### src/design/hsk_stream_pkg.sv
package hsk_stream_pkg;

    // one 64-bit word of the UDP payload stream
    typedef logic [63:0] qword_t;

    // byte keeps of one payload word, bit i qualifies byte i
    typedef logic [7:0] keep_t;

    // UDP length field, which counts the payload plus the 8-byte UDP header
    typedef logic [15:0] udp_length_t;

    // words in one stored packet; a packet never holds more than 511 of them
    typedef logic [8:0] qword_count_t;

    // fill level of the data FIFO in words, wide enough to hold a full 512-deep FIFO
    typedef logic [9:0] data_fill_t;

    // admission FSM states
    typedef enum logic [1:0] {
        RX_IDLE,
        RX_STORE,
        RX_COMPLETE,
        RX_DUMP
    } rx_state_e;

    // largest packet that can be stored, in words
    localparam int unsigned MAX_QWORDS = 511;

endpackage

### src/design/hsk_count_fifo.sv
`timescale 1ns/1ps

module hsk_count_fifo #(
    parameter int COUNT_DEPTH = 16
) (
    input  logic                         aclk,
    input  logic                         aresetn,
    input  hsk_stream_pkg::qword_count_t wr_data,
    input  logic                         wr_en,
    output logic                         full,
    output hsk_stream_pkg::qword_count_t rd_data,
    output logic                         valid,
    input  logic                         rd_en
);

    localparam int CW = $clog2(COUNT_DEPTH);

    hsk_stream_pkg::qword_count_t mem [COUNT_DEPTH];
    logic [CW:0]                  wr_ptr;
    logic [CW:0]                  rd_ptr;
    logic [CW:0]                  used;

    assign used    = wr_ptr - rd_ptr;
    // top bit of the level is only set at exactly COUNT_DEPTH entries
    assign full    = used[CW];
    // the oldest packet length is shown without a read
    assign valid   = (used != '0);
    assign rd_data = mem[rd_ptr[CW-1:0]];

    always_ff @(posedge aclk) begin
        if (wr_en && !full) begin
            mem[wr_ptr[CW-1:0]] <= wr_data;
        end
    end

    always_ff @(posedge aclk) begin
        if (!aresetn) begin
            wr_ptr <= '0;
            rd_ptr <= '0;
        end else begin
            if (wr_en && !full) begin
                wr_ptr <= wr_ptr + (CW+1)'(1);
            end
            if (rd_en && valid) begin
                rd_ptr <= rd_ptr + (CW+1)'(1);
            end
        end
    end

endmodule

### config.mk
export PLATFORM = sky130hd
export DESIGN_NAME = hsk_count_fifo
export DESIGN_NICKNAME = d
export VERILOG_FILES = /design/src/design/hsk_stream_pkg.sv /design/src/design/hsk_count_fifo.sv
export SDC_FILE = /design/constraint.sdc
export NUM_CORES = 1
export LEC_CHECK = 0
export BUFFER_PORTS_ARGS = -buffer_cell sky130_fd_sc_hd__buf_2
export CAP_MARGIN = 20
export CORE_MARGIN = 1.5
export CORE_UTILIZATION = 55
export DETAILED_ROUTE_END_ITERATION = 16
export PLACE_DENSITY = 0.76
export SYNTH_ARGS = -nofsm -noshare
export SYNTH_HDL_FRONTEND = slang
export SYNTH_SLANG_ARGS = --single-unit
### constraint.sdc
create_clock -name aclk -period 3.1 [get_ports aclk]
set_input_delay 0.31 -clock aclk [delete_from_list [all_inputs] [get_ports aclk]]
set_output_delay 0.31 -clock aclk [all_outputs]
set_load 0.02 [all_outputs]
==> results.md <==
- Status: finished clean
- Crit. End Element: primary output
- Cells on worst reg2reg path: 9
- Unique masters post-synth: 30
- Worst-Margin Slew: 721.1 ps
- R2r endpoint: mem[5][2]
- Syn Area/Cell: 21.07 sq um
- Post-DP HPWL: 7797 um
- CP Class: flop to primary output
- Clock Sinks: 158
- Final ANT Viol Nets: 0
- Final Core Density: 64.64%
- Final period utilization: 94.39%
- CTS Root Buffer Type: clkbuf_16
- Sequential power share: 40.6%
- Die span in x: 111.6 um
- Setup Viol. Count Final: 0
- Largest net degree at the start of global routing: 37
- Setup slack, reg-to-reg: 430 ps
- Vias in the first global route: 3129
- Drt total wl: 12250 um
- Leakage: 0.002543 uW
- Worst R2R Start: wr_ptr[0]
- Pre-antenna DRT Iters: 5
- CTS Hold Bufs: 0
- Top_reg_cell synth: edfxtp_1
- Logic pwr share: 25.1%
- Ys async rst share: 0%
- Starting Density: 56.60%
- WP data required: 2790 ps
- Fraction of layout cells with a size suffix above 1: 22.38%
- Sw frac: 28.30%
- Psw: 1753 uW
- Register bit count reported by yosys: 158
- Vias/cell: 6.113
- Global route total overflow: 0
- CTS tree: built
- Post-layout min period: 2926 ps
- Clk pwr share: 34.3%
- Clock slew at reported path FFs: 60 ps
- P per Cell Area: 835.5 nW/um^2
- ANT cells: 0
- Die H: 111.6 um
- Pint: 4440 uW
- Fin Setup TNS: 0 ps
- Syn nets: 331
- RSZ-0062 raised after global routing: false
- CTS resizes: 0
- CP startpoint kind: flop
- Avg WL per Cell: 24.27 um
- Worst-case hold path end point: mem[3][2]
- Post-synth EDFFs: 144
- Worst relative slew slack: 51.86%
- Hold Path Class: primary input to flop
- Drt drc: 0
- Mapped cell area: 6490 sq um
- Sequential share of the synthesized area: 70.95%
- Core ar.: 11470 sq um
- Final slew viol count: 0
- Hold Startpoint: wr_data[2]
- Area Overhead vs Synth: 14.21%
- Initial antenna violation count: 0
- Deepest clock path buffer count: 2
- Maxcap violations: 0
- Post-CTS setup buffer count: 0
- Ports: 24
- Post-synthesis cell count: 308
- Vias post-DR: 3087
- Critical path fanouts, max: 5
- Die area: 12460 sq um
- Hold depth: 1
- Worst Skew: 10.70 ps
- First-pass GRT wire length: 18560 um
- Hold Vio Cnt, Final: 0
- Cell Rows: 39
- CTS Buf Count: 17
- Fmax: 0.3418 GHz
- CP arrival: 2620 ps
- Clock Latency Late Sink: 420 ps
- Initial DRC Count: 221
- Nets: 372
- Port bufs: 23
- Synth Warn #: 0
- GRT Overall Usage: 20.91%
- VDD IR max: 675.9 uV
- H-tree levels: 4
- Final Wtd Congestion: 0.7865
[how the worst max path moves through the flow]
stage / from / to / slack [ps] / cells after the start
global placement: wr_ptr[0] / mem[14][4] / 590 / 9
global route: wr_ptr[0] / valid / 40 / 9
floorplan: wr_ptr[0] / mem[0][0] / 590 / 9
CTS: wr_ptr[0] / valid / 180 / 9
detailed placement: wr_ptr[0] / mem[5][6] / 480 / 9
finish: wr_ptr[0] / valid / 170 / 9
[cell usage after synthesis, types with 4 or more instances]
| cell type | count | area share, % |
|---|---|---|
| and3_1 | 14 | 1.3 |
| nand2b_1 | 4 | 0.39 |
| a21oi_1 | 5 | 0.39 |
| mux4_1 | 32 | 13 |
| nand2_1 | 14 | 0.81 |
| ha_1 | 9 | 1.7 |
| xnor2_1 | 4 | 0.54 |
| inv_1 | 7 | 0.40 |
| mux2i_1 | 13 | 2.0 |
| buf_1 | 5 | 0.29 |
| nor2b_1 | 5 | 0.48 |
| dfxtp_1 | 14 | 4.3 |
| edfxtp_1 | 144 | 67 |
| mux4_2 | 13 | 4.5 |
[final cells by class]
type / count / area (sq um)
clock buffer: 17 / 425.4
multi-input combinational: 131 / 1780
tap: 143 / 178.9
timing repair buffer: 34 / 210.2
inverter: 7 / 26.28
fill: 748 / 4055
sequential: 158 / 4606
clock inverter: 15 / 185.2
[worst max-delay path, cell delays in order (launching register included)]
cell and delay, ps:
dfxtp_1 340, inv_1 150, ha_1 190, inv_1 60, fa_1 400, xnor2_1 230
nand4b_1 120, mux2i_1 430, nand2_1 100, buf_2 170
[metal layers]
metal	global-route usage, %	vias to the layer above	share of wire (%)
li1	-	1378	-
met1	29.46	1573	43
met2	31.63	117	47
met3	6.532	19	7.5
met4	7.089	0	2.1
met5	0	-	0
[through the flow]
step	std cells	total power (uW)	area [sq um]	hold slack, ps	setup slack (ps)
3_5_place_dp	473	4114	6802	474.5	481.2
4_1_cts	505	6237	7412	270.0	177.9
3_3_place_gp	473	4073	6802	465.8	594.4
5_1_grt	505	6426	7412	281.8	39.57
2_1_floorplan	308	3640	6490	408.9	591.2
6_report	505	6193	7412	285.0	174.0
[cells by family (layout without fill, tap and decap cells)]
logic type / count (synthesis) / after routing / share of synthesized area, %
AO/OA/AOI/OAI: 8 / 8 / 0.9060
adder cells (fa/ha/maj): 10 / 10 / 2.044
multiplexers: 58 / 58 / 19.47
buffers and inverters: 19 / 73 / 1.619
XOR/XNOR: 4 / 4 / 0.5398
AND/OR/NAND/NOR: 51 / 51 / 4.473
flip-flops: 158 / 158 / 70.95
[flip-flops by register name (all words and copies together) (netlist names), named ones only]
| register | cells |
|---|---|
| wr_ptr | 5 |
| rd_ptr | 5 |
| mem | 144 |
[cells in the final DEF, fill, tap and decap left out, types with 2 or more instances in the layout]
cell type,n
nand4_1,2
clkinv_1,2
a21oi_1,5
ha_1,9
nand2_1,14
nand4b_1,2
nand2b_1,4
xnor2_1,4
inv_8,2
clkbuf_16,17
dfxtp_1,13
buf_2,23
mux4_2,13
mux2i_1,13
nor2b_1,5
inv_1,7
edfxtp_1,144
and2_1,3
and3_1,14
buf_4,10
inv_6,4
mux4_1,32
nor2_1,2
bufinv_16,3
clkinv_4,2
[power by group through the flow]
stage          combinational [uW]  clock [uW]  sequential (uW)
3_5_place_dp                 1550           0             2560
3_3_place_gp                 1520           0             2550
6_report                     1560        2120             2510
2_1_floorplan                1100           0             2540
5_1_grt                      1650        2250             2530
4_1_cts                      1570        2160             2510
(Power assumes the default switching activity.)
