`src/design/hsk_stream_pkg.sv`:
```
package hsk_stream_pkg;

    // one 64-bit word of the UDP payload stream
    typedef logic [63:0] qword_t;

    // byte keeps of one payload word, bit i qualifies byte i
    typedef logic [7:0] keep_t;

    // UDP length field, which counts the payload plus the 8-byte UDP header
    typedef logic [15:0] udp_length_t;

    // words in one stored packet; a packet never holds more than 511 of them
    typedef logic [8:0] qword_count_t;

    // fill level of the data FIFO in words, wide enough to hold a full 512-deep FIFO
    typedef logic [9:0] data_fill_t;

    // admission FSM states
    typedef enum logic [1:0] {
        RX_IDLE,
        RX_STORE,
        RX_COMPLETE,
        RX_DUMP
    } rx_state_e;

    // largest packet that can be stored, in words
    localparam int unsigned MAX_QWORDS = 511;

endpackage

```
`src/design/hsk_fifo_wr_if.sv`:
```
`timescale 1ns/1ps

// write port of the data FIFO, shared by the admission stage and the byte FIFO
interface hsk_fifo_wr_if;

    // byte-swapped and keep-masked payload word
    hsk_stream_pkg::qword_t     data;
    // a word is written in every cycle this is high
    logic                       write;
    // FIFO cannot take another word
    logic                       full;
    // words still held, including a word that is partly read out
    hsk_stream_pkg::data_fill_t fill;

    // the admission stage pushes words and watches the space left
    modport admit (output data, output write, input full, input fill);

    // the FIFO accepts words and reports its level
    modport fifo (input data, input write, output full, output fill);

endinterface

```
`src/design/udp_rx_admit.sv`:
```
`timescale 1ns/1ps

module udp_rx_admit #(
    parameter int DATA_DEPTH_QWORDS = 512
) (
    input  logic                         aclk,
    input  logic                         aresetn,
    input  hsk_stream_pkg::udp_length_t  hdr_tdata,
    input  logic                         hdr_tvalid,
    output logic                         hdr_tready,
    input  hsk_stream_pkg::qword_t       data_tdata,
    input  hsk_stream_pkg::keep_t        data_tkeep,
    input  logic                         data_tvalid,
    input  logic                         data_tlast,
    output logic                         data_tready,
    hsk_fifo_wr_if.admit                 fifo_wr,
    output hsk_stream_pkg::qword_count_t count_data,
    output logic                         count_write,
    input  logic                         count_full
);

    hsk_stream_pkg::rx_state_e    state;
    hsk_stream_pkg::qword_count_t word_count;
    hsk_stream_pkg::qword_t       swapped;
    logic [12:0]                  hdr_qwords;
    logic [12:0]                  free_qwords;
    logic                         too_long;
    logic                         no_room;
    logic                         dump_hdr;
    logic                         hdr_xfer;
    logic                         data_xfer;

    ////////////////////
    // admission check
    ////////////////////

    // the length field includes the 8-byte UDP header, so dropping the low
    // three bits rounds the payload up to whole words and never under-counts
    assign hdr_qwords  = hdr_tdata[15:3];
    assign free_qwords = 13'(DATA_DEPTH_QWORDS) - {3'b000, fifo_wr.fill};
    assign too_long    = hdr_qwords > 13'(hsk_stream_pkg::MAX_QWORDS);
    assign no_room     = free_qwords < hdr_qwords;
    // a full count FIFO could not record the packet, so it goes to the bin as well
    assign dump_hdr    = too_long | no_room | count_full;

    assign hdr_tready  = (state == hsk_stream_pkg::RX_IDLE);
    // back-pressure only while storing; a dumped packet drains at full rate
    assign data_tready = (state == hsk_stream_pkg::RX_DUMP) |
                         ((state == hsk_stream_pkg::RX_STORE) & ~fifo_wr.full);
    assign hdr_xfer    = hdr_tvalid & hdr_tready;
    assign data_xfer   = data_tvalid & data_tready;

    ////////////////////
    // byte swap
    ////////////////////

    // the byte FIFO hands out the top byte of a word first, while the first
    // packet byte sits at the bottom of tdata, so the byte order is reversed
    // on the way in and bytes without a keep are pushed as zero
    always_comb begin
        for (int i = 0; i < 8; i++) begin
            swapped[8*(7-i) +: 8] = data_tdata[8*i +: 8] & {8{data_tkeep[i]}};
        end
    end

    assign fifo_wr.data  = swapped;
    assign fifo_wr.write = (state == hsk_stream_pkg::RX_STORE) & data_tvalid & ~fifo_wr.full;

    // the word count is final in the complete state
    assign count_data  = word_count;
    assign count_write = (state == hsk_stream_pkg::RX_COMPLETE);

    always_ff @(posedge aclk) begin
        if (!aresetn) begin
            state      <= hsk_stream_pkg::RX_IDLE;
            word_count <= '0;
        end else begin
            case (state)
                hsk_stream_pkg::RX_IDLE: begin
                    if (hdr_xfer) begin
                        state <= dump_hdr ? hsk_stream_pkg::RX_DUMP : hsk_stream_pkg::RX_STORE;
                    end
                end
                hsk_stream_pkg::RX_STORE: begin
                    if (data_xfer && data_tlast) begin
                        state <= hsk_stream_pkg::RX_COMPLETE;
                    end
                end
                // one cycle to push the word count, then back to waiting for a header
                hsk_stream_pkg::RX_COMPLETE: state <= hsk_stream_pkg::RX_IDLE;
                hsk_stream_pkg::RX_DUMP: begin
                    if (data_xfer && data_tlast) begin
                        state <= hsk_stream_pkg::RX_IDLE;
                    end
                end
                default: state <= hsk_stream_pkg::RX_IDLE;
            endcase

            // restart the count for every packet, only stored words are counted
            if (state == hsk_stream_pkg::RX_IDLE) begin
                word_count <= '0;
            end else if (state == hsk_stream_pkg::RX_STORE && data_xfer) begin
                word_count <= word_count + 9'd1;
            end
        end
    end

endmodule

```
`src/flat_wrapper.sv`:
```
// flat-port wrapper written by rule: the top's interface ports become plain ports
module udp_rx_admit_flat 
#(
    parameter int DATA_DEPTH_QWORDS = 512
)
  (aclk, aresetn, hdr_tdata, hdr_tvalid, hdr_tready, data_tdata, data_tkeep, data_tvalid, data_tlast, data_tready, count_data, count_write, count_full, fifo_wr_data, fifo_wr_write, fifo_wr_full, fifo_wr_fill);
  hsk_fifo_wr_if fifo_wr_i ();
  input  logic aclk;
  input  logic aresetn;
  input  hsk_stream_pkg::udp_length_t hdr_tdata;
  input  logic hdr_tvalid;
  output logic hdr_tready;
  input  hsk_stream_pkg::qword_t data_tdata;
  input  hsk_stream_pkg::keep_t data_tkeep;
  input  logic data_tvalid;
  input  logic data_tlast;
  output logic data_tready;
  output hsk_stream_pkg::qword_count_t count_data;
  output logic count_write;
  input  logic count_full;
  output wire logic [$bits(fifo_wr_i.data)-1:0] fifo_wr_data;
  output wire logic [$bits(fifo_wr_i.write)-1:0] fifo_wr_write;
  input wire logic [$bits(fifo_wr_i.full)-1:0] fifo_wr_full;
  input wire logic [$bits(fifo_wr_i.fill)-1:0] fifo_wr_fill;
  assign fifo_wr_data = fifo_wr_i.data;
  assign fifo_wr_write = fifo_wr_i.write;
  assign fifo_wr_i.full = fifo_wr_full;
  assign fifo_wr_i.fill = fifo_wr_fill;
  udp_rx_admit #(.DATA_DEPTH_QWORDS(DATA_DEPTH_QWORDS)) u_core (.aclk(aclk), .aresetn(aresetn), .hdr_tdata(hdr_tdata), .hdr_tvalid(hdr_tvalid), .hdr_tready(hdr_tready), .data_tdata(data_tdata), .data_tkeep(data_tkeep), .data_tvalid(data_tvalid), .data_tlast(data_tlast), .data_tready(data_tready), .fifo_wr(fifo_wr_i), .count_data(count_data), .count_write(count_write), .count_full(count_full));
endmodule
```
`config.mk`:
```
export PLATFORM = sky130hd
export DESIGN_NAME = udp_rx_admit_flat
export DESIGN_NICKNAME = d
export VERILOG_FILES = /design/src/design/hsk_stream_pkg.sv /design/src/design/hsk_fifo_wr_if.sv /design/src/design/udp_rx_admit.sv /design/src/flat_wrapper.sv
export SDC_FILE = /design/constraint.sdc
export NUM_CORES = 1
export LEC_CHECK = 0
export BUFFER_PORTS_ARGS = -buffer_cell sky130_fd_sc_hd__buf_2
export CAP_MARGIN = 10
export CORE_AREA = 2 2 71 73
export CTS_CLUSTER_DIAMETER = 60
export CTS_CLUSTER_SIZE = 40
export DETAILED_ROUTE_END_ITERATION = 6
export DIE_AREA = 0 0 73 75
export GPL_TIMING_DRIVEN = 0
export PLACE_DENSITY = 0.76
export SLEW_MARGIN = 5
export SYNTH_ARGS = -nofsm -noshare
export SYNTH_HDL_FRONTEND = slang
export SYNTH_SLANG_ARGS = --single-unit
```
`constraint.sdc`:
```
create_clock -name aclk -period 2.57 [get_ports aclk]
set_input_delay 0 -clock aclk [delete_from_list [all_inputs] [get_ports aclk]]
set_output_delay 0 -clock aclk [all_outputs]
set_load 0.05 [all_outputs]
```
==> flow_summary.toml <==
[layout]
final_util_pct = 51.4
final_nets = 491
area_growth_pct = 73.2
drive_above_1_share_pct = 49.9
final_common_cell = "buf_2"
mostFrequentLayoutCells = "178 x buf_2, 64 x and2_1, 16 x nor2_1, 15 x inv_1, 14 x ha_1"
n_antenna_cell = 0
fill_cells = 471
design_area_um2 = 2400

[clock_network]
holdBufCountCts = 1
cts_root_buf = "clkbuf_8"
postCtsSetupBuffers = 0
clock_path_buffers = 2
clk_latency_ns = 0.24
cts_htree_levels = 1
cts_resized = 0
cts_tree = "built"
cts_sinks = 11
clk_pin_slew_ns = 0.05
numCtsBuffers = 3

[timing]
rsz0062_at_grt = "false"
fin_setup_tns_ns = 0
period_minus_slack_ns = 1.84
relSlewSlack_pct = 58.3
fin_worst_hold_slack_ns = 0.0555
finalSetupViolCount = 0
period_share_pct = 71.8
worst-slew-pin-transition_ns = 0.621
hold_viol_final = 0
clock_skew_ns = 0.00490
fmax_mhz = 542
slew_viol_final = 0

[grt]
grt_max_degree = 11
grt_pass1_vias = 1569
antenna_found_initial = 0
track_usage_pct = 17.1
grt_first_pass_wirelength_um = 7300
grt-ovfl-total = 0

[floorplanning]
die_area_um2 = 5480
ios = 182
die-height_um = 75
die_w_um = 73
core_um2 = 4660
rows = 25
initial_core_util_pct = 29.7

[hold_path]
hold_class = "in2reg"

[run_status]
status = "finished clean"

[power]
ir_drop_mv = 0.187
pwr-share-clk_pct = 20.6
p_int_mw = 0.447
p_per_area_nw_per_um2 = 354
p_switching_mw = 0.403
power_leakage_nw = 1.41
total_power_mw = 0.850
p_seq_share_pct = 21.0
p_comb_share_pct = 58.4
switching_share_pct = 47.4

[setup_path]
end_kind = "flop"
start_kind = "primary input"
critical_path_arrival_ns = 1.96
critical_path_class = "in2reg"
path_max_fanout = 3
required_ns = 2.69

[synthesis]
synth.yosys.warnings = 0
ys_seq_area_share_pct = 15.9
yosys_register_bits = 11
synth_nets = 307
avgSynthCellArea_um2 = 7.36
syn_inst = 188
synth_cell_types = 34
syn_area_um2 = 1380

[run]
drv_cap = 0

[drt]
ant_nets = 0
drc_errors = 0
first_iter_violations = 62
vias = 1832
wl_per_cell_um = 12.0
wl_um = 5110
first_pass_iters = 4
viasPerCell = 4.31

[placed_design]
place.detailed.hpwl_um = 4610
gp_congestion = 0.870
post_dp_cell_area_um2 = 2340
portBuffers = 178
[flip-flops by register name, summed over array words and instances, names as in the netlist]
| signal | cells |
|---|---|
| u_core.state | 2 |
| u_core.count_data | 9 |
[layout make-up]
class / instances / area [µm²] / area share [%]
multi-input combinational: 160 / 1090 / 45.4
tap: 54 / 67.6 / 2.82
clock buffer: 4 / 45.0 / 1.88
buffer: 2 / 18.8 / 0.783
inverter: 15 / 56.3 / 2.35
sequential: 11 / 220 / 9.19
timing repair buffer: 179 / 901 / 37.6
[power by group through the flow]
stage / Clock (mW) / Combinational (mW) / Sequential [mW]
final: 0.175 / 0.496 / 0.179
after detailed placement: 0 / 0.495 / 0.182
after floorplan: 0 / 0.331 / 0.182
after global routing: 0.193 / 0.535 / 0.179
after CTS: 0.182 / 0.498 / 0.179
after global placement: 0 / 0.490 / 0.182
[Yosys cell counts]
cell type	number	share of area [%]
and4_4	2	1.6
o21ai_0	1	0.36
a31oi_1	1	0.45
inv_1	15	4.1
o2111ai_1	1	0.63
o21ai_1	1	0.36
nand4b_1	1	0.63
nor4_1	2	0.90
and2_1	64	29
nand2_1	11	3.0
a211oi_1	1	0.54
xor2_1	9	5.7
buf_4	1	0.54
dfxtp_1	11	16
a2111oi_0	1	0.63
nor3_1	3	1.1
o21a_1	2	1.1
and4bb_1	1	0.90
and3_1	2	0.90
or4_1	1	0.54
buf_6	1	0.81
nor2_1	16	4.3
mux2i_1	1	0.72
ha_1	14	13
o41a_1	1	0.81
nand3b_1	1	0.54
a21boi_0	1	0.54
nand2b_1	2	0.90
xnor2_1	7	4.4
nand3_1	4	1.4
a21boi_1	1	0.54
nand4_1	2	0.90
or4b_1	1	0.72
a21oi_1	5	1.8
[layer usage]
layer | GRT usage, % | vias up | wire length [µm]
li1 | - | 985 | -
met1 | 24.8 | 760 | 2400
met2 | 24.3 | 77 | 2250
met3 | 4.82 | 10 | 382
met4 | 4.94 | 0 | 86
met5 | 0 | - | 0
[worst max-delay path: stages]
cell and delay, ns:
buf_2 0.12, nor4_1 0.36, nand2_1 0.16, nor3_1 0.19, xnor2_1 0.09, ha_1 0.31, nand4_1 0.09, or4b_1 0.50
nand2_1 0.08, a31oi_1 0.07
[cells by family after synthesis]
family	Yosys count	share of synthesized area [%]
AOI/OAI and AO/OA	16	7.78
xor gates and xnor gates	16	10.1
and+or+nand+nor	113	47.4
adders and majority gates	14	12.7
buffers and inverters	17	5.42
muxes	1	0.723
DFF	11	15.9
[per-stage QoR]
stage | cells | setup slack [ns]
after floorplan | 188 | 0.735
after global placement | 420 | 0.464
after detailed placement | 420 | 0.462
after CTS | 425 | 0.718
after global routing | 425 | 0.614
final | 425 | 0.726
[final timing paths]
kind	depth (start not counted)	start	slack, ns	end
worst max-delay path	10	fifo_wr_fill[4]	0.73	u_core.state[1]$_SDFFE_PN0P_
worst min-delay path	3	hdr_tdata[12]	0.06	u_core.state[1]$_SDFFE_PN0P_
worst max register to register	7	u_core.state[0]$_SDFFE_PN0P_	1.12	u_core.count_data[8]$_SDFFE_PP0P_
worst min register to register	2	u_core.count_data[8]$_SDFFE_PP0P_	0.50	u_core.count_data[8]$_SDFFE_PP0P_
Power figures use the tool's default switching activity.
