===== src/design/hsk_spi_pkg.sv =====
package hsk_spi_pkg;

    // one byte as it is shifted out on miso
    typedef logic [7:0] spi_byte_t;

    // position of the current bit within the byte being shifted
    typedef logic [2:0] bit_index_t;

    // bytes handed out of one packet; 511 words of 8 bytes fit in 12 bits
    typedef logic [11:0] byte_count_t;

endpackage


===== src/design/hsk_stream_pkg.sv =====
package hsk_stream_pkg;

    // one 64-bit word of the UDP payload stream
    typedef logic [63:0] qword_t;

    // byte keeps of one payload word, bit i qualifies byte i
    typedef logic [7:0] keep_t;

    // UDP length field, which counts the payload plus the 8-byte UDP header
    typedef logic [15:0] udp_length_t;

    // words in one stored packet; a packet never holds more than 511 of them
    typedef logic [8:0] qword_count_t;

    // fill level of the data FIFO in words, wide enough to hold a full 512-deep FIFO
    typedef logic [9:0] data_fill_t;

    // admission FSM states
    typedef enum logic [1:0] {
        RX_IDLE,
        RX_STORE,
        RX_COMPLETE,
        RX_DUMP
    } rx_state_e;

    // largest packet that can be stored, in words
    localparam int unsigned MAX_QWORDS = 511;

endpackage


===== src/design/hsk_spi_readout.sv =====
`timescale 1ns/1ps

module hsk_spi_readout (
    input  logic                         aclk,
    input  logic                         aresetn,
    input  logic                         sclk,
    input  logic                         cs_b,
    output logic                         miso,
    output logic                         irq,
    output logic                         complete,
    input  hsk_stream_pkg::qword_count_t pkt_qwords,
    input  logic                         pkt_valid,
    output logic                         pkt_read,
    input  hsk_spi_pkg::spi_byte_t       byte_data,
    output logic                         byte_read
);

    // two flops against metastability, a third to see the edge
    logic                     sclk_meta;
    logic                     sclk_sync;
    logic                     sclk_prev;
    logic                     cs_meta;
    logic                     cs_sync;
    logic                     cs_prev;
    logic                     sclk_rise;
    logic                     cs_fall;
    // high from the chip select edge until the last byte is handed out
    logic                     reading;
    hsk_spi_pkg::spi_byte_t   shift_reg;
    hsk_spi_pkg::bit_index_t  bit_cnt;
    // bytes already taken from the data FIFO for this packet
    hsk_spi_pkg::byte_count_t bytes_loaded;
    hsk_spi_pkg::byte_count_t bytes_total;
    logic                     last_byte;

    assign sclk_rise   = sclk_sync & ~sclk_prev;
    assign cs_fall     = ~cs_sync & cs_prev;
    assign bytes_total = {pkt_qwords, 3'b000};
    assign last_byte   = (bytes_loaded == bytes_total);

    ////////////////////
    // shift register
    ////////////////////

    // miso is one stage behind the shift register, so the bit set up at the
    // chip select edge is still on the line after the first rising edge and
    // every later bit shows up right after its own rising edge
    always_ff @(posedge aclk) begin
        if (cs_fall) begin
            shift_reg <= byte_data;
        end else if (reading && sclk_rise) begin
            if (bit_cnt == 3'd7 && !last_byte) begin
                shift_reg <= byte_data;
            end else begin
                shift_reg <= {shift_reg[6:0], 1'b0};
            end
        end
    end

    always_ff @(posedge aclk) begin
        if (!aresetn) begin
            sclk_meta    <= 1'b0;
            sclk_sync    <= 1'b0;
            sclk_prev    <= 1'b0;
            cs_meta      <= 1'b1;
            cs_sync      <= 1'b1;
            cs_prev      <= 1'b1;
            reading      <= 1'b0;
            bit_cnt      <= '0;
            bytes_loaded <= '0;
            miso         <= 1'b0;
            byte_read    <= 1'b0;
            pkt_read     <= 1'b0;
            irq          <= 1'b0;
            complete     <= 1'b0;
        end else begin
            sclk_meta <= sclk;
            sclk_sync <= sclk_meta;
            sclk_prev <= sclk_sync;
            cs_meta   <= cs_b;
            cs_sync   <= cs_meta;
            cs_prev   <= cs_sync;

            // both read strobes are single-cycle pulses
            byte_read <= 1'b0;
            pkt_read  <= 1'b0;

            // interrupt tracks the count FIFO and so drops one cycle after the pop
            irq <= pkt_valid;

            // complete holds until the host starts its next transfer
            if (cs_fall) begin
                complete <= 1'b0;
            end else if (pkt_read) begin
                complete <= 1'b1;
            end

            if (cs_sync) begin
                bit_cnt <= '0;
            end else if (reading && sclk_rise) begin
                bit_cnt <= bit_cnt + 3'd1;
            end

            ////////////////////
            // byte sequencing
            ////////////////////

            if (cs_fall) begin
                // a transfer with nothing waiting keeps miso low throughout
                reading      <= pkt_valid;
                bytes_loaded <= hsk_spi_pkg::byte_count_t'(1);
                byte_read    <= pkt_valid;
                miso         <= pkt_valid & byte_data[7];
            end else if (cs_sync) begin
                miso <= 1'b0;
            end else if (reading && sclk_rise) begin
                miso <= shift_reg[7];
                if (bit_cnt == 3'd7) begin
                    // the eighth rising edge ends a byte: fetch the next or end the packet
                    if (last_byte) begin
                        reading  <= 1'b0;
                        pkt_read <= 1'b1;
                    end else begin
                        bytes_loaded <= bytes_loaded + 12'd1;
                        byte_read    <= 1'b1;
                    end
                end
            end
        end
    end

endmodule


===== config.mk =====
export PLATFORM = sky130hd
export DESIGN_NAME = hsk_spi_readout
export DESIGN_NICKNAME = d
export VERILOG_FILES = /design/src/design/hsk_spi_pkg.sv /design/src/design/hsk_stream_pkg.sv /design/src/design/hsk_spi_readout.sv
export SDC_FILE = /design/constraint.sdc
export NUM_CORES = 1
export LEC_CHECK = 0
export BUFFER_PORTS_ARGS = -buffer_cell sky130_fd_sc_hd__buf_2
export CORE_MARGIN = 2
export CORE_UTILIZATION = 50
export CTS_BUF_LIST = sky130_fd_sc_hd__clkbuf_4 sky130_fd_sc_hd__clkbuf_8
export CTS_CLUSTER_DIAMETER = 50
export DETAILED_ROUTE_END_ITERATION = 6
export PLACE_DENSITY = 0.72
export RECOVER_POWER = 50
export REMOVE_ABC_BUFFERS = 1
export SETUP_SLACK_MARGIN = 0.1
export SLEW_MARGIN = 20
export SYNTH_ARGS = -nofsm -noshare
export SYNTH_HDL_FRONTEND = slang
export SYNTH_SLANG_ARGS = --single-unit

===== constraint.sdc =====
create_clock -name aclk -period 2.3 [get_ports aclk]
set_input_delay 0.46 -clock aclk [delete_from_list [all_inputs] [get_ports aclk]]
set_output_delay 0.46 -clock aclk [all_outputs]
set_load 0.005 [all_outputs]

==> implementation parameters, run 1 <==
Parameter                              Value

GRT
  Global route total overflow    0
  Met2 Usage GRT    30.1%
  Gr busiest metal    met2
  Number of antenna violations at the first check in global routing    0
  Vias in the first global route    around 1100
  Overall Global Routing Usage    about 17%
  Met1 track demand over resource    19.5%
  Global-route met3 utilization    about 5.8%
  Pin count of the biggest net entering global routing    13
  First-pass GRT wire length    ~4.6 mm

Min path
  Cells on Worst Hold Path    2
  Hold Crit Class    input pin to flop

Critical path
  Critical Path End Type    flop
  Cells along the critical path    ha_1, ha_2, nand4b_2, or2_4, a31o_1, buf_4, or3_1, a21oi_1
  Critical register-to-register path startpoint    bit_cnt[0]
  Startpoint of the most critical setup path    bit_cnt[0]
  Flop2flop setup slack    200 ps
  Data arrival at the endpoint of the critical path    2360 ps
  CP required    2560 ps
  Classification of the worst setup path    flop to flop
  Setup crit start kind    flop
  Destination of the critical timing path    bytes_loaded[4]
  Cells on worst reg2reg path    8
  Worst path slowest cell    dfxtp_1
  Delay of the slowest critical-path stage    360 ps
  Largest fanout of any net on the critical path    11
  RR Endpoint    bytes_loaded[4]

Job
  Max_cap viols    0

STA
  Achievable frequency    about 0.48 GHz
  Slew HR    69.8%
  Period Utilization, post-route    91.5%
  Skew final    4.27 ps
  Worst Max-Slew Pin Slew    453 ps
  Min Tclk post-route    roughly 2100 ps
  Final number of hold-violating endpoints    0
  Slew Limit Fails    0
  Setup TNS    0 ps
  Setup violators final    0
  RSZ-0062 raised after global routing    yes

Clock tree
  Clk pin slew, worst setup/hold paths    100 ps
  Total number of H-tree levels    2
  Number of buffers inserted for hold repair after clock tree synthesis    0
  Master cell of the clock root buffer    clkbuf_4
  CTS Buf Count    5
  Max Root-Sink Buffers    2
  Clk sink count    35
  Clock tree from TritonCTS    yes
  Clock latency of the later-clocked register in the worst-skew pair    320 ps

Detailed routing
  Wire length per cell after detailed routing    12.7 µm
  DRC violations left    0
  Total iterations of the first detailed-routing run    4
  Drt total wl    between 2 and 3 mm
  Via density    5.35
  Post-DRT Antenna Nets    0
  Vias after detailed routing    about 1200
  Detailed router's first-iteration violation count    40

Pwr
  Worst VDD drop    ~350 µV
  Ratio of total power to cell area    approximately 580 nW/µm²
  LEAKAGE    0.000766 µW

Finish
  Max reg flops    12
  Seq. cell area    about 780 µm²
  Number of diodes    0
  Number of standard cells in the final layout excluding fillers    228
  Net count, final    209
  Number of fillers in the final layout    270
  Layout Area Growth over Synthesis    14.7%
  Area taken by multi-input logic gates    approximately 770 µm²
  Proportion of layout cells with a drive suffix above 1    21.7%

Floorplanning
  Number of cell rows    20
  Die H    60.2 µm
  Overall die width    between 60 and 70 µm
  Standard cell core area    3030 µm²
  Boundary pin count    27
  Initial Util    52.1%
  Die outline area    approximately 3600 µm²

Placed design
  Number of placed instances, taps included    220
  Port bufs    26
  HPWL after detailed placement    2.22 mm
  Final weighted congestion of routability-driven global placement    0.802

Synth
  Top cells by instance count after synthesis    27 x dfxtp_1, 15 x nor2_1, 13 x xor2_1
  Cell count after synthesis    153
  Async set or reset register ratio after synthesis    0%
  Number of enable flip-flop cells after synthesis    8
  Synth top area cells    dfxtp_1 34%, edfxtp_1 15%, xor2_1 7.2%
  Combined area of all synthesized cells    1580 µm²
  Leading cell type by number of instances after synthesis    dfxtp_1
  Synth unique cells    36
  Share of the yosys chip area belonging to registers    49.4%
  Cell type with the highest aggregate area in the netlist    dfxtp_1
  Flop and latch count out of synthesis    35
  Synthesis Warnings    0
  Fraction of post-synthesis cell area in the top cell type by area    34.2%
  Most instantiated flip-flop cell in the synthesis netlist    dfxtp_1
  Mean Syn Cell Area    10.3 µm²

Run status
  Outcome    complete, no violations
==> worst min path at each step <==
stage            start       to  slack (ps)
6_report          cs_b  cs_meta         310
5_1_grt           cs_b  cs_meta         300
4_1_cts           cs_b  cs_meta         300
3_5_place_dp   cs_meta  cs_sync         400
3_3_place_gp   cs_meta  cs_sync         390
2_1_floorplan  cs_meta  cs_sync         390
==> routing by layer <==
metal | wire, µm | vias to the layer above
li1 | - | 607
met1 | 1260 | 587
met2 | 1510 | 24
met3 | 105 | 2
met4 | 23 | 0
met5 | 0 | -
==> layout by cell type (no fill, tap or decap), types with 5 or more instances in the layout <==
cell type / instances
clkbuf_4: 6
mux2_4: 7
dfxtp_1: 27
o21ai_0: 5
buf_2: 22
edfxtp_1: 8
nand2_1: 10
a21oi_1: 5
nor2_1: 15
xor2_1: 13
nand3_1: 8
and2_1: 5
==> metrics by stage <==
step	total power [µW]	setup slack (ps)	hold WS (ps)	util (%)	instance area (µm²)
finish	1050	196	308	59.8	1810
floorplan	695	279	386	-	1560
detailed placement	728	17.5	402	57.9	1750
global route	1100	92.4	300	59.8	1810
CTS	1070	189	295	59.9	1810
global placement	725	97.6	390	57.9	1750
==> report_power, final <==
part	switching (µW)	leakage (µW)	total (µW)	internal, µW
Sequential	7.06	0.000294	647	640
Clock	183	0.0000364	341	158
Combinational	31.8	0.000436	66.3	34.5
Total	222	0.000766	1050	832
==> worst max-delay path, delay by kind of cell (launching register included) <==
family	cells	cell delay (ps)
and+or+nand+nor	3	780
AOI/OAI and AO/OA	2	380
DFF	1	360
adders and majority gates	2	350
buffers and inverters	1	180
==> cell type report <==
class                      instances  share of cell area [%]
sequential                        35                    43.1
multi-input combinational        110                    42.3
timing repair buffer              27                    7.32
clock buffer                       7                    3.25
tap                               44                    3.04
inverter                           4                   0.829
clock inverter                     1                   0.207
==> what timing repair did <==
| item | 4_1_cts | 5_1_grt |
|---|---|---|
| endpoints found under the hold margin | 0 | 0 |
| endpoints found under the setup margin | 0 | 2 |
| setup buffers | 0 | 0 |
| resized for setup | 0 | 1 |
==> kinds of logic after synthesis <==
kind of cell	after synthesis	synth area share, %
XOR/XNOR	13	7.21
multiplexers	9	7.92
AND/OR/NAND/NOR	64	22.0
adder cells (fa/ha/maj)	4	3.17
AO/OA/AOI/OAI	20	8.00
buffers and inverters	8	2.22
flip-flops	35	49.4
Power figures use the tool's default switching activity.
==> inputs of run 2 (changes only) <==
PLACE_DENSITY = 0.75   (was 0.72)
clock period = 1.9 ns   (was 2.3 ns; I/O delays follow)
==> implementation parameters, run 2 (synthesis gave the netlist of run 1 again) <==
Parameter                              Value

Critical path
  Largest fanout of any net on the critical path    7
  Flop2flop setup slack    -50 ps
  RR Endpoint    bytes_loaded[4]
  Critical Path End Type    flop
  Cells on worst reg2reg path    8
  Critical register-to-register path startpoint    bit_cnt[0]
  Setup crit start kind    flop
  Data arrival at the endpoint of the critical path    2230 ps
  CP required    2190 ps
  Classification of the worst setup path    flop to flop

STA
  Min Tclk post-route    1950 ps
  RSZ-0062 raised after global routing    yes
  Setup TNS    -165 ps
  Slew Limit Fails    0
  Setup violators final    8
  Final number of hold-violating endpoints    0
  Skew final    ~5.4 ps
  Period Utilization, post-route    102%
  Worst hold slack after final layout    between 200 and 250 ps
  Final critical-path setup slack    -45.7 ps
  Achievable frequency    0.514 GHz
  Slew HR    70.1%
  Worst Max-Slew Pin Slew    449 ps

Finish
  Max reg flops    12
  Number of diodes    0
  Net count, final    239
  Layout Area Growth over Synthesis    39.1%
  Leading cell type in the layout, fill and taps excluded    buf_4
  Highest-count cells in the layout ignoring fill and taps    26 x buf_4, 22 x dfxtp_1, 22 x buf_2
  Number of fillers in the final layout    231
  Proportion of layout cells with a drive suffix above 1    44.4%

Pwr
  Ratio of total power to cell area    627 nW/µm²
  LEAKAGE    roughly 0.00096 µW
  Design Power    between 1000 and 1500 µW
  Worst VDD drop    460 µV

GRT
  Met2 Usage GRT    39.0%
  Gr busiest metal    met2
  Number of antenna violations at the first check in global routing    0
  Pin count of the biggest net entering global routing    13
  Global-route met3 utilization    5.19%
  Met1 track demand over resource    22.6%
  Vias in the first global route    1335
  First-pass GRT wire length    5.66 mm
  Overall Global Routing Usage    21.9%
  Global route total overflow    0

Clock tree
  Number of buffers inserted for hold repair after clock tree synthesis    0
  Max Root-Sink Buffers    2
  Master cell of the clock root buffer    clkbuf_4
  Clk pin slew, worst setup/hold paths    roughly 110 ps
  Clock tree from TritonCTS    yes
  CTS Buf Count    5
  Total number of H-tree levels    2
  Clock latency of the later-clocked register in the worst-skew pair    roughly 350 ps
  Clk sink count    35

Detailed routing
  Wire length per cell after detailed routing    around 15 µm
  Drt total wl    3.84 mm
  Vias after detailed routing    1363
  DRC violations left    0
  Via density    5.28
  Detailed router's first-iteration violation count    59
  Total iterations of the first detailed-routing run    5
  Post-DRT Antenna Nets    0

Placed design
  Port bufs    26
  Final weighted congestion of routability-driven global placement    0.827
  HPWL after detailed placement    approximately 2.4 mm

Floorplanning
  Overall die width    60.2 µm
  Boundary pin count    27
  Die H    roughly 60 µm
  Number of cell rows    20
  Initial Util    a little over half
  Standard cell core area    about 3000 µm²
  Die outline area    roughly 3600 µm²

Run status
  Outcome    finished, violations left
  Failing checks    negative setup slack

Min path
  Worst hold start    cs_b
  Hold Crit Class    input pin to flop
  Cells on Worst Hold Path    2
  Min-Delay Endpoint    cs_meta

Job
  Max_cap viols    0
-- run 2: changes by cell type in the layout (fill, tap and decap cells not counted), moves of 2 or more --
cell     delta
a21oi_1     -3
a21oi_2     +3
and2_1      -2
buf_4      +25
buf_6       +5
dfxtp_1     -5
dfxtp_2     +5
ha_4        +2
nor4_1      -2
nor4_2      +2
or3_1       -2
or3_4       +2
-- run 2: timing repair --
action	CTS	global route
resized for setup	18	17
setup buffers	5	4
pin swaps	12	9
endpoints found under the setup margin	18	22
-- run 2: metal layers --
metal	vias up	share of wire (%)
met1	643	39
met3	8	5.6
li1	665	-
met4	0	2.3
met2	47	53
met5	-	0
-- run 2: layout make-up --
type	instances	area, µm²	area share (%)
clock buffer	8	72.6	3.30
inverter	4	15.0	0.684
multi-input combinational	110	890	40.5
sequential	35	787	35.8
tap	44	55.1	2.51
timing repair buffer	57	377	17.2
-- run 2: critical path: stages (launching register included) --
cell      delay (ps)
dfxtp_2          370
ha_4             140
ha_4             140
nand4b_4         110
or2_4            250
a31o_4           230
buf_6            140
or3_4            360
a21oi_2          140
-- run 2: metrics by stage --
step                util [%]  worst slack, ps  cells  instance area (µm²)
CTS                     69.7            -20.9    254                 2110
global route            72.5             -120    258                 2200
floorplan                  -             -121    149                 1560
global placement        63.1             -215    241                 1910
finish                  72.5            -45.7    258                 2200
detailed placement      63.1             -293    241                 1910
-- run 2: worst max-delay path by stage --
| stage | from | end | slack (ps) | cells after the start |
|---|---|---|---|---|
| floorplan | bit_cnt[0] | bytes_loaded[11] | -120 | 7 |
| global placement | pkt_qwords[1] | shift_reg[2] | -210 | 6 |
| detailed placement | pkt_qwords[3] | shift_reg[3] | -290 | 6 |
| CTS | bit_cnt[0] | bytes_loaded[11] | -20 | 7 |
| global route | bit_cnt[1] | bytes_loaded[11] | -120 | 7 |
| finish | bit_cnt[0] | bytes_loaded[4] | -50 | 8 |
-- run 2: power breakdown --
group | internal (µW) | switching [µW] | leakage [µW] | total, µW
logic | 52.2 | 48.9 | 0.000619 | 101
registers | 775 | 8.97 | 0.000296 | 783
clock network | 232 | 260 | 0.0000420 | 492
total | 1060 | 318 | 0.000957 | 1380
==> inputs of run 3 (changes only) <==
ABC_AREA = 1   (was unset)
CTS_CLUSTER_SIZE = 40   (was unset)
PLACE_DENSITY = 0.74   (was 0.75)
SKIP_CTS_REPAIR_TIMING = 1   (was unset)
==> implementation parameters, run 3 <==
Parameter                              Value

Finish
  Post-Layout Inst Area    2030 µm²
  Highest-count cells in the layout ignoring fill and taps    76 x nand2_1, 32 x nor2_1, 28 x inv_1
  Number of fillers in the final layout    334
  Seq. cell area    between 700 and 800 µm²
  Max reg flops    12
  Leading cell type in the layout, fill and taps excluded    nand2_1
  Net count, final    306
  Proportion of layout cells with a drive suffix above 1    17.4%
  Area taken by multi-input logic gates    858 µm²
  Number of standard cells in the final layout excluding fillers    around 330
  Number of diodes    0
  Layout Area Growth over Synthesis    13.7%

Detailed routing
  Drt total wl    3.40 mm
  Post-DRT Antenna Nets    0
  Via density    between 4 and 5
  Vias after detailed routing    1604
  Detailed router's first-iteration violation count    73
  Total iterations of the first detailed-routing run    4
  DRC violations left    0
  Wire length per cell after detailed routing    10.4 µm

Pwr
  Design Power    1300 µW
  Comb power frac    under 10%
  Clock power frac    33.2%
  Switching power as a share of total power    22.8%
  LEAKAGE    roughly 0.00093 µW
  Internal power consumption    around 1000 µW
  Switching power    296 µW
  Worst VDD drop    549 µV
  Part of the power in registers    60.0%
  Ratio of total power to cell area    640 nW/µm²

Clock tree
  Max Root-Sink Buffers    2
  Clk sink count    35
  Master cell of the clock root buffer    clkbuf_4
  Clk pin slew, worst setup/hold paths    110 ps
  Clock latency of the later-clocked register in the worst-skew pair    340 ps
  CTS Buf Count    5
  Total number of H-tree levels    2
  Clock tree from TritonCTS    yes

Min path
  Hold Crit Class    input pin to flop
  Cells on Worst Hold Path    3

GRT
  Number of antenna violations at the first check in global routing    0
  Overall Global Routing Usage    18.5%
  Pin count of the biggest net entering global routing    15
  Global route total overflow    0
  First-pass GRT wire length    approximately 5.9 mm
  Vias in the first global route    1447

Floorplanning
  Die H    63.8 µm
  Number of cell rows    21
  Overall die width    between 60 and 70 µm
  Standard cell core area    3390 µm²
  Boundary pin count    27
  Die outline area    4060 µm²
  Initial Util    52.7%

Critical path
  CP required    2010 ps
  Classification of the worst setup path    flop to flop
  RR Endpoint    shift_reg[6]
  Largest fanout of any net on the critical path    10
  Critical register-to-register path startpoint    bytes_loaded[7]
  Data arrival at the endpoint of the critical path    1770 ps
  Setup crit start kind    flop
  Flop2flop setup slack    between 200 and 250 ps
  Destination of the critical timing path    shift_reg[6]
  Critical Path End Type    flop
  Startpoint of the most critical setup path    bytes_loaded[7]
  Cells on worst reg2reg path    11

Placed design
  Cell area reported after detailed placement    approximately 2000 µm²
  Final weighted congestion of routability-driven global placement    0.852
  HPWL after detailed placement    around 2.5 mm
  Worst setup slack after placement    just under 200 ps
  Port bufs    26
  Number of placed instances, taps included    319

STA
  Slew Limit Fails    0
  Setup violators final    0
  Achievable frequency    0.601 GHz
  Final critical-path setup slack    235 ps
  Slew HR    between 60% and 70%
  Skew final    11.0 ps
  RSZ-0062 raised after global routing    no
  Setup TNS    0 ps
  Worst Max-Slew Pin Slew    around 460 ps
  Period Utilization, post-route    87.6%
  Min Tclk post-route    1670 ps
  Final number of hold-violating endpoints    0

Synth
  Fraction of post-synthesis cell area in the top cell type by area    approximately 30%
  Async set or reset register ratio after synthesis    0%
  Synthesis Warnings    0
  Top cells by instance count after synthesis    76 x nand2_1, 31 x nor2_1, 28 x inv_1
  Leading cell type by number of instances after synthesis    nand2_1
  Number of enable flip-flop cells after synthesis    8
  Cell type with the highest aggregate area in the netlist    dfxtp_1
  Mean Syn Cell Area    7.17 µm²
  Combined area of all synthesized cells    approximately 1800 µm²
  Flop and latch count out of synthesis    35
  Synth top area cells    dfxtp_1 30%, nand2_1 16%, edfxtp_1 13%
  Share of the yosys chip area belonging to registers    a little over two fifths
  Synth unique cells    25
  Cell count after synthesis    249
  Most instantiated flip-flop cell in the synthesis netlist    dfxtp_1

Run status
  Outcome    complete, no violations

Job
  Max_cap viols    0
run 3: power groups by stage:
stage / Clock (µW) / Combinational (µW) / Sequential [µW]
floorplan: 0 / 49.3 / 797
global placement: 0 / 86.7 / 798
detailed placement: 0 / 87.7 / 798
CTS: 452 / 88.2 / 781
global route: 483 / 100 / 783
finish: 432 / 87.3 / 780
run 3: per-stage QoR:
step / util, % / hold WS [ps]
6_report: 59.9 / 228
5_1_grt: 59.9 / 210
4_1_cts: 59.8 / 210
3_5_place_dp: 57.9 / 402
3_3_place_gp: 57.9 / 392
2_1_floorplan: - / 390
run 3: final cells by class:
class                   count  share of cell area [%]
clock buffers               7                    2.90
repair buffers             28                    6.96
clock inverters             1                   0.246
flip-flops and latches     35                    38.7
well taps                  46                    2.83
multi-input cells         177                    42.3
inverters                  33                    6.10
run 3: cell families (layout without fill, tap and decap cells):
group,after synthesis,in the layout,synth area share (%)
xor+xnor,10,10,4.91
fa+ha+maj,4,4,2.80
compound gates,20,20,5.68
flops,35,35,43.7
buf+inv,37,69,8.34
simple gates,143,143,34.5
run 3: worst min-delay path by stage:
stage	start	to	slack, ps
finish	sclk	sclk_meta	230
global route	cs_b	cs_meta	210
CTS	sclk	sclk_meta	210
detailed placement	cs_meta	cs_sync	400
global placement	sclk_meta	sclk_sync	390
floorplan	sclk_meta	sclk_sync	390
run 3: routing by layer:
metal,track usage (%),vias up,share of wire [%]
li1,-,855,-
met2,32.2,31,48
met4,7.34,0,1.6
met1,21.8,712,46
met3,4.40,6,4.5
met5,0,-,0
run 3: critical path: stages, from the launching register on:
cell and delay (ps):
dfxtp_1 430, inv_2 60, nand2_1 60, nand2_1 40, nor2_1 100, nand2_1 70
nor2_1 150, nand3_1 180, nand2_4 160, inv_2 80, nand2_1 70, nand2_1 40
